### config.mk
export PLATFORM = sky130hd
export DESIGN_NAME = mm_accel_top
export DESIGN_NICKNAME = d
export VERILOG_FILES = /design/src/design/mm_pkg.sv /design/src/design/mm_accel_top.sv /design/src/design/mm_engine.sv /design/src/design/mm_dma_engine.sv /design/src/design/mm_row_buffer.sv /design/src/design/mm_apb_regs.sv
export SDC_FILE = /design/constraint.sdc
export NUM_CORES = 2
export LEC_CHECK = 0
export BUFFER_PORTS_ARGS = -buffer_cell sky130_fd_sc_hd__buf_2
export CAP_MARGIN = 20
export CORE_ASPECT_RATIO = 0.7
export CORE_MARGIN = 4
export CORE_UTILIZATION = 57
export DETAILED_ROUTE_END_ITERATION = 10
export GPL_ROUTABILITY_DRIVEN = 0
export GPL_TIMING_DRIVEN = 0
export PLACE_DENSITY = 0.77
export RECOVER_POWER = 50
export SYNTH_ARGS = -nofsm -noshare
export SYNTH_HDL_FRONTEND = slang
export SYNTH_SLANG_ARGS = --single-unit
### constraint.sdc
create_clock -name clk -period 6.6 [get_ports clk]
set_input_delay 1.98 -clock clk [delete_from_list [all_inputs] [get_ports clk]]
set_output_delay 1.98 -clock clk [all_outputs]
set_load 0.01 [all_outputs]
### src/design/mm_pkg.sv
// matrix-multiply accelerator shared definitions
// sizes, bus structs, register map and FSM encodings
package mm_pkg;

    // fixed 4x4 problem, one row per memory word
    localparam int SA_WIDTH = 4;
    localparam int ELEM_W   = 8;
    // four 16-bit products summed, no overflow
    localparam int ACC_W    = 18;
    localparam int WORD_W   = 32;
    localparam int BUF_AW   = 2;

    typedef logic [WORD_W-1:0]        word_t;
    typedef logic signed [ELEM_W-1:0] elem_t;
    // element 0 sits in the low byte
    typedef elem_t [SA_WIDTH-1:0]     row_t;
    typedef logic signed [ACC_W-1:0]  acc_t;
    // indexed [row][col]
    typedef acc_t [SA_WIDTH-1:0][SA_WIDTH-1:0] accum_t;

    // memory request, write accepted means write complete
    typedef struct packed {
        logic  valid;
        logic  write;
        word_t addr;
        word_t wdata;
    } mem_req_t;

    // read response, in request order
    typedef struct packed {
        logic  valid;
        word_t rdata;
    } mem_rsp_t;

    typedef struct packed {
        logic       psel;
        logic       penable;
        logic       pwrite;
        logic [7:0] paddr;
        word_t      pwdata;
    } apb_req_t;

    typedef struct packed {
        word_t prdata;
        logic  pready;
        logic  pslverr;
    } apb_rsp_t;

    typedef struct packed {
        logic              wren;
        logic [BUF_AW-1:0] waddr;
        row_t              wdata;
    } buf_wr_t;

    typedef struct packed {
        word_t a_addr;
        word_t b_addr;
        word_t c_addr;
    } dma_cfg_t;

    typedef struct packed {
        logic busy;
        logic done;
    } status_t;

    typedef enum logic [7:0] {
        REG_A_ADDR = 8'h00,
        REG_B_ADDR = 8'h04,
        REG_C_ADDR = 8'h08,
        REG_CTRL   = 8'h0C
    } reg_addr_e;

    typedef enum logic [1:0] {
        IDLE,
        READ,
        WAIT_MM,
        WRITE_C
    } dma_state_e;

    typedef enum logic {
        MM_IDLE,
        MM_RUN
    } mm_state_e;

endpackage
### src/design/mm_accel_top.sv
// matrix-multiply accelerator top
// APB registers, DMA, A/B row buffers and MAC engine
`timescale 1ns/10ps

module mm_accel_top (
    input  logic             clk,
    input  logic             rst_n,
    input  mm_pkg::apb_req_t apb_i,
    output mm_pkg::apb_rsp_t apb_o,
    output mm_pkg::mem_req_t mem_req_o,
    input  logic             mem_req_ready_i,
    input  mm_pkg::mem_rsp_t mem_rsp_i
);
    import mm_pkg::*;

    dma_cfg_t          cfg;
    logic              start;
    logic              job_done;
    buf_wr_t           buf_a_wr;
    buf_wr_t           buf_b_wr;
    logic              mm_start;
    logic              mm_done;
    logic [BUF_AW-1:0] a_raddr;
    logic [BUF_AW-1:0] b_raddr;
    row_t              a_row;
    row_t              b_row;
    accum_t            accum;

    // status only leaves through the APB read path
    mm_apb_regs u_regs (
        .clk        (clk),
        .rst_n      (rst_n),
        .apb_i      (apb_i),
        .apb_o      (apb_o),
        .job_done_i (job_done),
        .cfg_o      (cfg),
        .start_o    (start),
        .status_o   ()
    );

    mm_dma_engine u_dma (
        .clk             (clk),
        .rst_n           (rst_n),
        .cfg_i           (cfg),
        .start_i         (start),
        .job_done_o      (job_done),
        .mem_req_o       (mem_req_o),
        .mem_req_ready_i (mem_req_ready_i),
        .mem_rsp_i       (mem_rsp_i),
        .buf_a_wr_o      (buf_a_wr),
        .buf_b_wr_o      (buf_b_wr),
        .mm_start_o      (mm_start),
        .mm_done_i       (mm_done),
        .accum_i         (accum)
    );

    mm_row_buffer buf_a (
        .clk     (clk),
        .rst_n   (rst_n),
        .wr_i    (buf_a_wr),
        .raddr_i (a_raddr),
        .rdata_o (a_row)
    );

    mm_row_buffer buf_b (
        .clk     (clk),
        .rst_n   (rst_n),
        .wr_i    (buf_b_wr),
        .raddr_i (b_raddr),
        .rdata_o (b_row)
    );

    mm_engine u_engine (
        .clk       (clk),
        .rst_n     (rst_n),
        .start_i   (mm_start),
        .done_o    (mm_done),
        .a_raddr_o (a_raddr),
        .b_raddr_o (b_raddr),
        .a_row_i   (a_row),
        .b_row_i   (b_row),
        .accum_o   (accum)
    );

endmodule

### src/design/mm_engine.sv
// sequential multiply-accumulate engine
// steps row i and index k, adds A[i][k] * B row k into C row i
`timescale 1ns/10ps

module mm_engine (
    input  logic                      clk,
    input  logic                      rst_n,
    input  logic                      start_i,
    output logic                      done_o,
    output logic [mm_pkg::BUF_AW-1:0] a_raddr_o,
    output logic [mm_pkg::BUF_AW-1:0] b_raddr_o,
    input  mm_pkg::row_t              a_row_i,
    input  mm_pkg::row_t              b_row_i,
    output mm_pkg::accum_t            accum_o
);
    import mm_pkg::*;

    mm_state_e         state_q;
    // step = {i, k}
    logic [3:0]        step_q;
    // read pipeline stage, rows land one cycle after the address
    logic              valid_q;
    logic [BUF_AW-1:0] row_q;
    logic [BUF_AW-1:0] idx_q;
    logic              done_q;
    accum_t            accum_q;
    elem_t             a_elem;
    acc_t [SA_WIDTH-1:0] prod;

    assign a_raddr_o = step_q[3:2];
    assign b_raddr_o = step_q[1:0];

    // A[i][k] times each element of B row k, sign-extended
    always_comb begin
        a_elem = a_row_i[idx_q];
        for (int j = 0; j < SA_WIDTH; j++) begin
            prod[j] = a_elem * b_row_i[j];
        end
    end

    always_ff @(posedge clk or negedge rst_n) begin
        if (!rst_n) begin
            state_q <= MM_IDLE;
            step_q  <= '0;
            valid_q <= 1'b0;
            row_q   <= '0;
            idx_q   <= '0;
            done_q  <= 1'b0;
            accum_q <= '0;
        end else begin
            valid_q <= (state_q == MM_RUN);
            row_q   <= step_q[3:2];
            idx_q   <= step_q[1:0];
            // raised alongside the final accumulate, 17 cycles after start
            done_q  <= (state_q == MM_RUN) && (step_q == 4'd15);
            if (start_i) begin
                state_q <= MM_RUN;
                step_q  <= '0;
                accum_q <= '0;
            end else begin
                if (state_q == MM_RUN) begin
                    step_q <= step_q + 4'd1;
                    if (step_q == 4'd15) begin
                        state_q <= MM_IDLE;
                    end
                end
                if (valid_q) begin
                    for (int j = 0; j < SA_WIDTH; j++) begin
                        accum_q[row_q][j] <= accum_q[row_q][j] + prod[j];
                    end
                end
            end
        end
    end

    assign done_o  = done_q;
    // holds until the next start
    assign accum_o = accum_q;

endmodule

### src/design/mm_dma_engine.sv
// DMA job sequencer
// reads A and B rows into the buffers, starts the multiply,
// then writes the sixteen C words back to memory
`timescale 1ns/10ps

module mm_dma_engine (
    input  logic             clk,
    input  logic             rst_n,
    input  mm_pkg::dma_cfg_t cfg_i,
    input  logic             start_i,
    output logic             job_done_o,
    output mm_pkg::mem_req_t mem_req_o,
    input  logic             mem_req_ready_i,
    input  mm_pkg::mem_rsp_t mem_rsp_i,
    output mm_pkg::buf_wr_t  buf_a_wr_o,
    output mm_pkg::buf_wr_t  buf_b_wr_o,
    output logic             mm_start_o,
    input  logic             mm_done_i,
    input  mm_pkg::accum_t   accum_i
);
    import mm_pkg::*;

    dma_state_e state_q;
    dma_cfg_t   cfg_q;
    // issued requests, reads 0..8 then writes 0..15
    logic [3:0] issue_q;
    // returned read responses, 0..7
    logic [2:0] rsp_q;
    logic       accept;
    logic       rsp_in;
    acc_t       c_elem;

    // request is a function of state and issue count only,
    // so it holds steady while ready is low
    always_comb begin
        mem_req_o = '0;
        // row-major select of C(i,j)
        c_elem    = accum_i[issue_q[3:2]][issue_q[1:0]];
        case (state_q)
            READ: begin
                // A rows 0..3 then B rows 0..3
                mem_req_o.valid = !issue_q[3];
                mem_req_o.addr  = (issue_q[2] ? cfg_q.b_addr : cfg_q.a_addr)
                                  + {issue_q[1:0], 2'b00};
            end
            WRITE_C: begin
                mem_req_o.valid = 1'b1;
                mem_req_o.write = 1'b1;
                mem_req_o.addr  = cfg_q.c_addr + {issue_q, 2'b00};
                // sign-extend accumulator to a full word
                mem_req_o.wdata = {{(WORD_W-ACC_W){c_elem[ACC_W-1]}}, c_elem};
            end
            default: ;
        endcase
    end

    assign accept = mem_req_o.valid && mem_req_ready_i;
    assign rsp_in = (state_q == READ) && mem_rsp_i.valid;

    always_ff @(posedge clk or negedge rst_n) begin
        if (!rst_n) begin
            state_q    <= IDLE;
            cfg_q      <= '0;
            issue_q    <= '0;
            rsp_q      <= '0;
            mm_start_o <= 1'b0;
            job_done_o <= 1'b0;
        end else begin
            mm_start_o <= 1'b0;
            job_done_o <= 1'b0;
            if (accept) begin
                issue_q <= issue_q + 4'd1;
            end
            case (state_q)
                IDLE: begin
                    if (start_i) begin
                        // snapshot bases, host may rewrite them mid-job
                        cfg_q   <= cfg_i;
                        issue_q <= '0;
                        rsp_q   <= '0;
                        state_q <= READ;
                    end
                end
                READ: begin
                    if (rsp_in) begin
                        rsp_q <= rsp_q + 3'd1;
                        // eighth response, kick the engine
                        if (rsp_q == 3'd7) begin
                            mm_start_o <= 1'b1;
                            state_q    <= WAIT_MM;
                        end
                    end
                end
                WAIT_MM: begin
                    if (mm_done_i) begin
                        issue_q <= '0;
                        state_q <= WRITE_C;
                    end
                end
                WRITE_C: begin
                    // last C word accepted ends the job
                    if (accept && issue_q == 4'd15) begin
                        job_done_o <= 1'b1;
                        state_q    <= IDLE;
                    end
                end
                default: state_q <= IDLE;
            endcase
        end
    end

    // buffer fill, one cycle behind the response
    always_ff @(posedge clk or negedge rst_n) begin
        if (!rst_n) begin
            buf_a_wr_o <= '0;
            buf_b_wr_o <= '0;
        end else begin
            // first four responses are A rows
            buf_a_wr_o.wren  <= rsp_in && !rsp_q[2];
            buf_a_wr_o.waddr <= rsp_q[1:0];
            buf_a_wr_o.wdata <= row_t'(mem_rsp_i.rdata);
            buf_b_wr_o.wren  <= rsp_in && rsp_q[2];
            buf_b_wr_o.waddr <= rsp_q[1:0];
            buf_b_wr_o.wdata <= row_t'(mem_rsp_i.rdata);
        end
    end

endmodule

### src/design/mm_row_buffer.sv
// four-row matrix buffer
// one write port, registered read port
`timescale 1ns/10ps

module mm_row_buffer (
    input  logic                      clk,
    input  logic                      rst_n,
    input  mm_pkg::buf_wr_t           wr_i,
    input  logic [mm_pkg::BUF_AW-1:0] raddr_i,
    output mm_pkg::row_t              rdata_o
);
    import mm_pkg::*;

    row_t mem_q [SA_WIDTH];

    always_ff @(posedge clk or negedge rst_n) begin
        if (!rst_n) begin
            for (int r = 0; r < SA_WIDTH; r++) begin
                mem_q[r] <= '0;
            end
            rdata_o <= '0;
        end else begin
            if (wr_i.wren) begin
                mem_q[wr_i.waddr] <= wr_i.wdata;
            end
            // data one cycle after the address
            rdata_o <= mem_q[raddr_i];
        end
    end

endmodule

### src/design/mm_apb_regs.sv
// APB configuration registers for the accelerator
// base addresses, start pulse and busy/done status
`timescale 1ns/10ps

module mm_apb_regs (
    input  logic             clk,
    input  logic             rst_n,
    input  mm_pkg::apb_req_t apb_i,
    output mm_pkg::apb_rsp_t apb_o,
    input  logic             job_done_i,
    output mm_pkg::dma_cfg_t cfg_o,
    output logic             start_o,
    output mm_pkg::status_t  status_o
);
    import mm_pkg::*;

    reg_addr_e reg_sel;
    logic      access;
    logic      mapped;
    logic      start_req;
    word_t     rdata;
    dma_cfg_t  cfg_q;
    status_t   status_q;
    logic      start_q;

    // access phase of a zero-wait transfer
    assign access  = apb_i.psel && apb_i.penable;
    assign reg_sel = reg_addr_e'(apb_i.paddr);

    // ctrl bit 0, dropped while a job runs
    assign start_req = access && apb_i.pwrite && (reg_sel == REG_CTRL)
                       && apb_i.pwdata[0] && !status_q.busy;

    // read mux and offset decode
    always_comb begin
        mapped = 1'b1;
        rdata  = '0;
        case (reg_sel)
            REG_A_ADDR: rdata = cfg_q.a_addr;
            REG_B_ADDR: rdata = cfg_q.b_addr;
            REG_C_ADDR: rdata = cfg_q.c_addr;
            REG_CTRL:   rdata = WORD_W'({status_q.done, status_q.busy});
            default:    mapped = 1'b0;
        endcase
    end

    assign apb_o.prdata  = (access && mapped) ? rdata : '0;
    assign apb_o.pready  = 1'b1;
    assign apb_o.pslverr = access && !mapped;

    always_ff @(posedge clk or negedge rst_n) begin
        if (!rst_n) begin
            cfg_q    <= '0;
            status_q <= '0;
            start_q  <= 1'b0;
        end else begin
            start_q <= start_req;
            if (access && apb_i.pwrite) begin
                case (reg_sel)
                    REG_A_ADDR: cfg_q.a_addr <= apb_i.pwdata;
                    REG_B_ADDR: cfg_q.b_addr <= apb_i.pwdata;
                    REG_C_ADDR: cfg_q.c_addr <= apb_i.pwdata;
                    default: ;
                endcase
            end
            // start wins, job_done cannot coincide with it
            if (start_req) begin
                status_q.busy <= 1'b1;
                status_q.done <= 1'b0;
            end else if (job_done_i) begin
                status_q.busy <= 1'b0;
                status_q.done <= 1'b1;
            end
        end
    end

    assign cfg_o    = cfg_q;
    assign start_o  = start_q;
    assign status_o = status_q;

endmodule

==> qor.yml <==
cts_root_buf: "clkbuf_16"
clk_pin_slew_worst_paths_ns: 0.08
grt_pass1_vias: 37347
syn_inst: 4198
detail_route.wl_per_cell_um: 25.1
fin_ws_ns: -0.310
path_class: "flop to flop"
cpMostUsedCell: "o21a_1"
routed_wirelength_um: 147000
synthArstFlopShare_pct: 100
crit_fanout: 8
ant_nets: 0
die_h_um: 260
status: "complete, but fails checks"
area_delta_synth_final_pct: 15.7
cp_num_buf_inv: 7
overflow: 0
floorplan.initialDensity_pct: 57.6
crit_path_max_incr_delay_ns: 0.61
fmax_mhz: 145
skew_ns: 0.0551
grt_max_degree: 125
drt_iter0_drc: 4015
hold_depth: 0
holdWs_ns: 0.381
worst_slew_pin_slew_ns: 2.36
num_vias: 37119
syn_area_per_cell_um2: 12.4
coreArea_mm2: 0.0901
start_kind: "flop"
finalHoldViolations: 0
drive_gt1_share_pct: 30.0
synth_edf_count: 0
slew_headroom_pct: -57.2
layout_min_cycle_time_ns: 6.91
worstSetupPathDepth: 26
final_nets: 5059
synth_cell_types: 85
finalSetupViolCount: 64
drcViolationCount: 0
detail_route.first_pass.iterations: 10
arrival_ns: 7.49
cts_tree: "done"
fin_tns_setup_ns: -9.55
hold_path_class: "flop to flop"
finalCritPeriodShare_pct: 105
ys_ff_latch: 861
worst_path_max_delay_cell: "mux4_2"
fillers: 6243
dp_hpwl_um: 105000
maxCapViolCount: 2
rsz0062_at_grt: "yes"
track_usage_pct: 30.4
io_buffers: 174
cts_made_buffers: 82
reg2reg_depth: 26
end_kind: "flop"
path_delay_family: "adder cells"
insertion_delay_ns: 0.71
synth.net_count: 4701
num_io_pins: 179
grt_antenna_before_repair: 9
placementRows: 92
drv_slew: 161
synthFlopType: "dfrtp_1"
ys_warn_count: 0
syn_area_mm2: 0.0519
h-tree-depth: 3
chipWidth_um: 369
clk_path_buf_depth: 3
violations: "capacitance limit, slew limit, setup timing"
cp_data_required_time_ns: 7.18
dieArea_mm2: 0.0960
cts_sinks: 861
viasPerCell: 6.35
pre_cts_slack_ns: -1.31
grt_pass1_wl_um: 224000
ys_seq_area_share_pct: 41.5
-- cell usage in the layout (no fill, tap or decap), types with 14 or more instances in the layout --
cell type  synthesis  routed
a21o_1            33      33
a21oi_1          132      93
a21oi_2            0      30
a22o_1           254     254
and2_1           186     170
and2_4             0      16
buf_2             13     184
buf_4             18      99
buf_6              2      14
clkbuf_1         174     187
clkbuf_16          0      87
clkinv_2           0      22
dfrtp_1          861     860
fa_1             226     221
ha_1             198     149
ha_4               0      36
inv_1            363     349
inv_2              0      14
mux2_1            19      24
mux2_2           436     431
mux2i_1           59      59
mux4_2           236     236
nand2_1          187     183
nand2b_1          24      24
nand3_1           61      60
nor2_1           171     162
nor2b_1           26      26
o21a_1            14      14
o21ai_0          100      64
o21ai_1            3      15
o21ai_2            1      21
xnor2_1          127      99
xnor2_2            1      22
xor2_1            50      37
-- timing repair --
item,4_1_cts,5_1_grt
hold buffers,0,0
gates resized for setup,229,191
setup endpoints to repair,166,122
buffers inserted,52,44
pin swaps,97,104
-- synth_stat cells, drive strengths merged, types with 4 or more instances --
| cell | instances | share of area (%) |
|---|---|---|
| or3 | 8 | 0.096 |
| o21bai | 11 | 0.16 |
| buf | 69 | 0.69 |
| a21boi | 9 | 0.13 |
| nand3b | 13 | 0.24 |
| clkbuf | 174 | 1.3 |
| nor2 | 172 | 1.2 |
| nor3b | 12 | 0.18 |
| nor3 | 14 | 0.14 |
| a21oi | 132 | 1.3 |
| o211ai | 8 | 0.12 |
| xor2 | 50 | 0.84 |
| a32o | 5 | 0.096 |
| and3 | 13 | 0.16 |
| or2 | 5 | 0.060 |
| mux2i | 60 | 1.2 |
| mux2 | 455 | 9.9 |
| o21ai | 104 | 1.0 |
| nand2 | 187 | 1.4 |
| a2111oi | 4 | 0.12 |
| o21a | 14 | 0.20 |
| a211oi | 15 | 0.23 |
| nand4 | 8 | 0.096 |
| nand2b | 24 | 0.29 |
| a22o | 254 | 4.3 |
| ha | 198 | 4.8 |
| mux4 | 236 | 10 |
| xnor2 | 128 | 2.2 |
| fa | 226 | 8.7 |
| dfrtp | 861 | 42 |
| and4 | 6 | 0.10 |
| nor2b | 26 | 0.31 |
| a221oi | 4 | 0.080 |
| a21o | 34 | 0.49 |
| and2 | 186 | 2.2 |
| inv | 363 | 2.6 |
| nand3 | 63 | 0.63 |
| a31oi | 7 | 0.084 |
-- through the flow --
| stage | area, µm² | util (%) | std cells |
|---|---|---|---|
| 6_report | 60000 | 66.6 | 5848 |
| 2_1_floorplan | 51900 | - | 4198 |
| 3_3_place_gp | 54300 | 60.2 | 5594 |
| 3_5_place_dp | 54600 | 60.5 | 5605 |
| 4_1_cts | 58800 | 65.3 | 5801 |
| 5_1_grt | 60000 | 66.6 | 5845 |
-- sequential cells by signal, summed over array words and instances, names as in the netlist --
name,cells
buf_a.mem_q,128
buf_a.rdata_o,32
buf_b.mem_q,128
buf_b.rdata_o,32
u_dma.buf_a_wr_o,35
u_dma.buf_b_wr_o,1
u_dma.cfg_q,96
u_dma.issue_q,4
u_dma.job_done_o,1
u_dma.mm_start_o,1
u_dma.rsp_q,3
u_dma.state_q,2
u_engine.accum_o,288
u_engine.done_o,1
u_engine.idx_q,2
u_engine.row_q,2
u_engine.state_q,1
u_engine.step_q,4
u_engine.valid_q,1
u_regs.cfg_o,96
u_regs.start_o,1
u_regs.status_o,2
-- cell type report --
type	instances	area, µm²	area share (%)
repair buffers	283	1910	3.17
diodes	4	10.0	0.0167
clock inverters	45	597	0.994
multi-input cells	2731	29600	49.4
well taps	1222	1530	2.55
plain buffers	234	1220	2.03
flip-flops and latches	861	21500	35.9
clock buffers	105	2240	3.73
inverters	363	1360	2.27
-- cells by family (layout without fill, tap and decap cells) --
| group | count (synthesis) | in the layout | synth area share [%] |
|---|---|---|---|
| buf+inv | 606 | 1030 | 4.57 |
| flops | 861 | 861 | 41.5 |
| simple gates | 747 | 747 | 7.30 |
| xor+xnor | 179 | 179 | 3.06 |
| fa+ha+maj | 424 | 424 | 13.5 |
| mux | 751 | 751 | 21.3 |
| compound gates | 629 | 629 | 8.77 |
| other cells | 1 | 5 | 0.00723 |
-- path summary, 6_finish.rpt --
path                                    endpoint               from  slack, ns
setup / recovery            u_engine.accum_o[17]  u_engine.idx_q[0]      -0.31
hold / removal                  u_engine.valid_q   u_engine.state_q       0.38
setup reg to reg            u_engine.accum_o[17]  u_engine.idx_q[0]      -0.31
hold reg to reg                 u_engine.valid_q   u_engine.state_q       0.38
max in group asynchronous       u_regs.cfg_o[46]              rst_n       0.64
min in group asynchronous  u_engine.accum_o[226]              rst_n       2.01
-- routing by layer --
layer | share of wire, % | up-vias | global-route usage (%)
met4 | 3.7 | 10 | 9.79
met3 | 11 | 402 | 9.85
met5 | 0.14 | - | 0
li1 | - | 15549 | -
met2 | 44 | 1933 | 44.0
met1 | 42 | 19225 | 44.0
-- worst register-to-register path, delay by kind of cell (launching register included) --
family | cells | cell delay [ns]
AOI/OAI and AO/OA | 9 | 2.08
xor gates and xnor gates | 2 | 0.50
adders and majority gates | 6 | 2.13
buffers and inverters | 7 | 0.94
DFF | 1 | 0.37
muxes | 1 | 0.62
and+or+nand+nor | 1 | 0.17
Power is not shown: default switching activity piles up to over one toggle a cycle in this logic, so the estimate is an artifact.
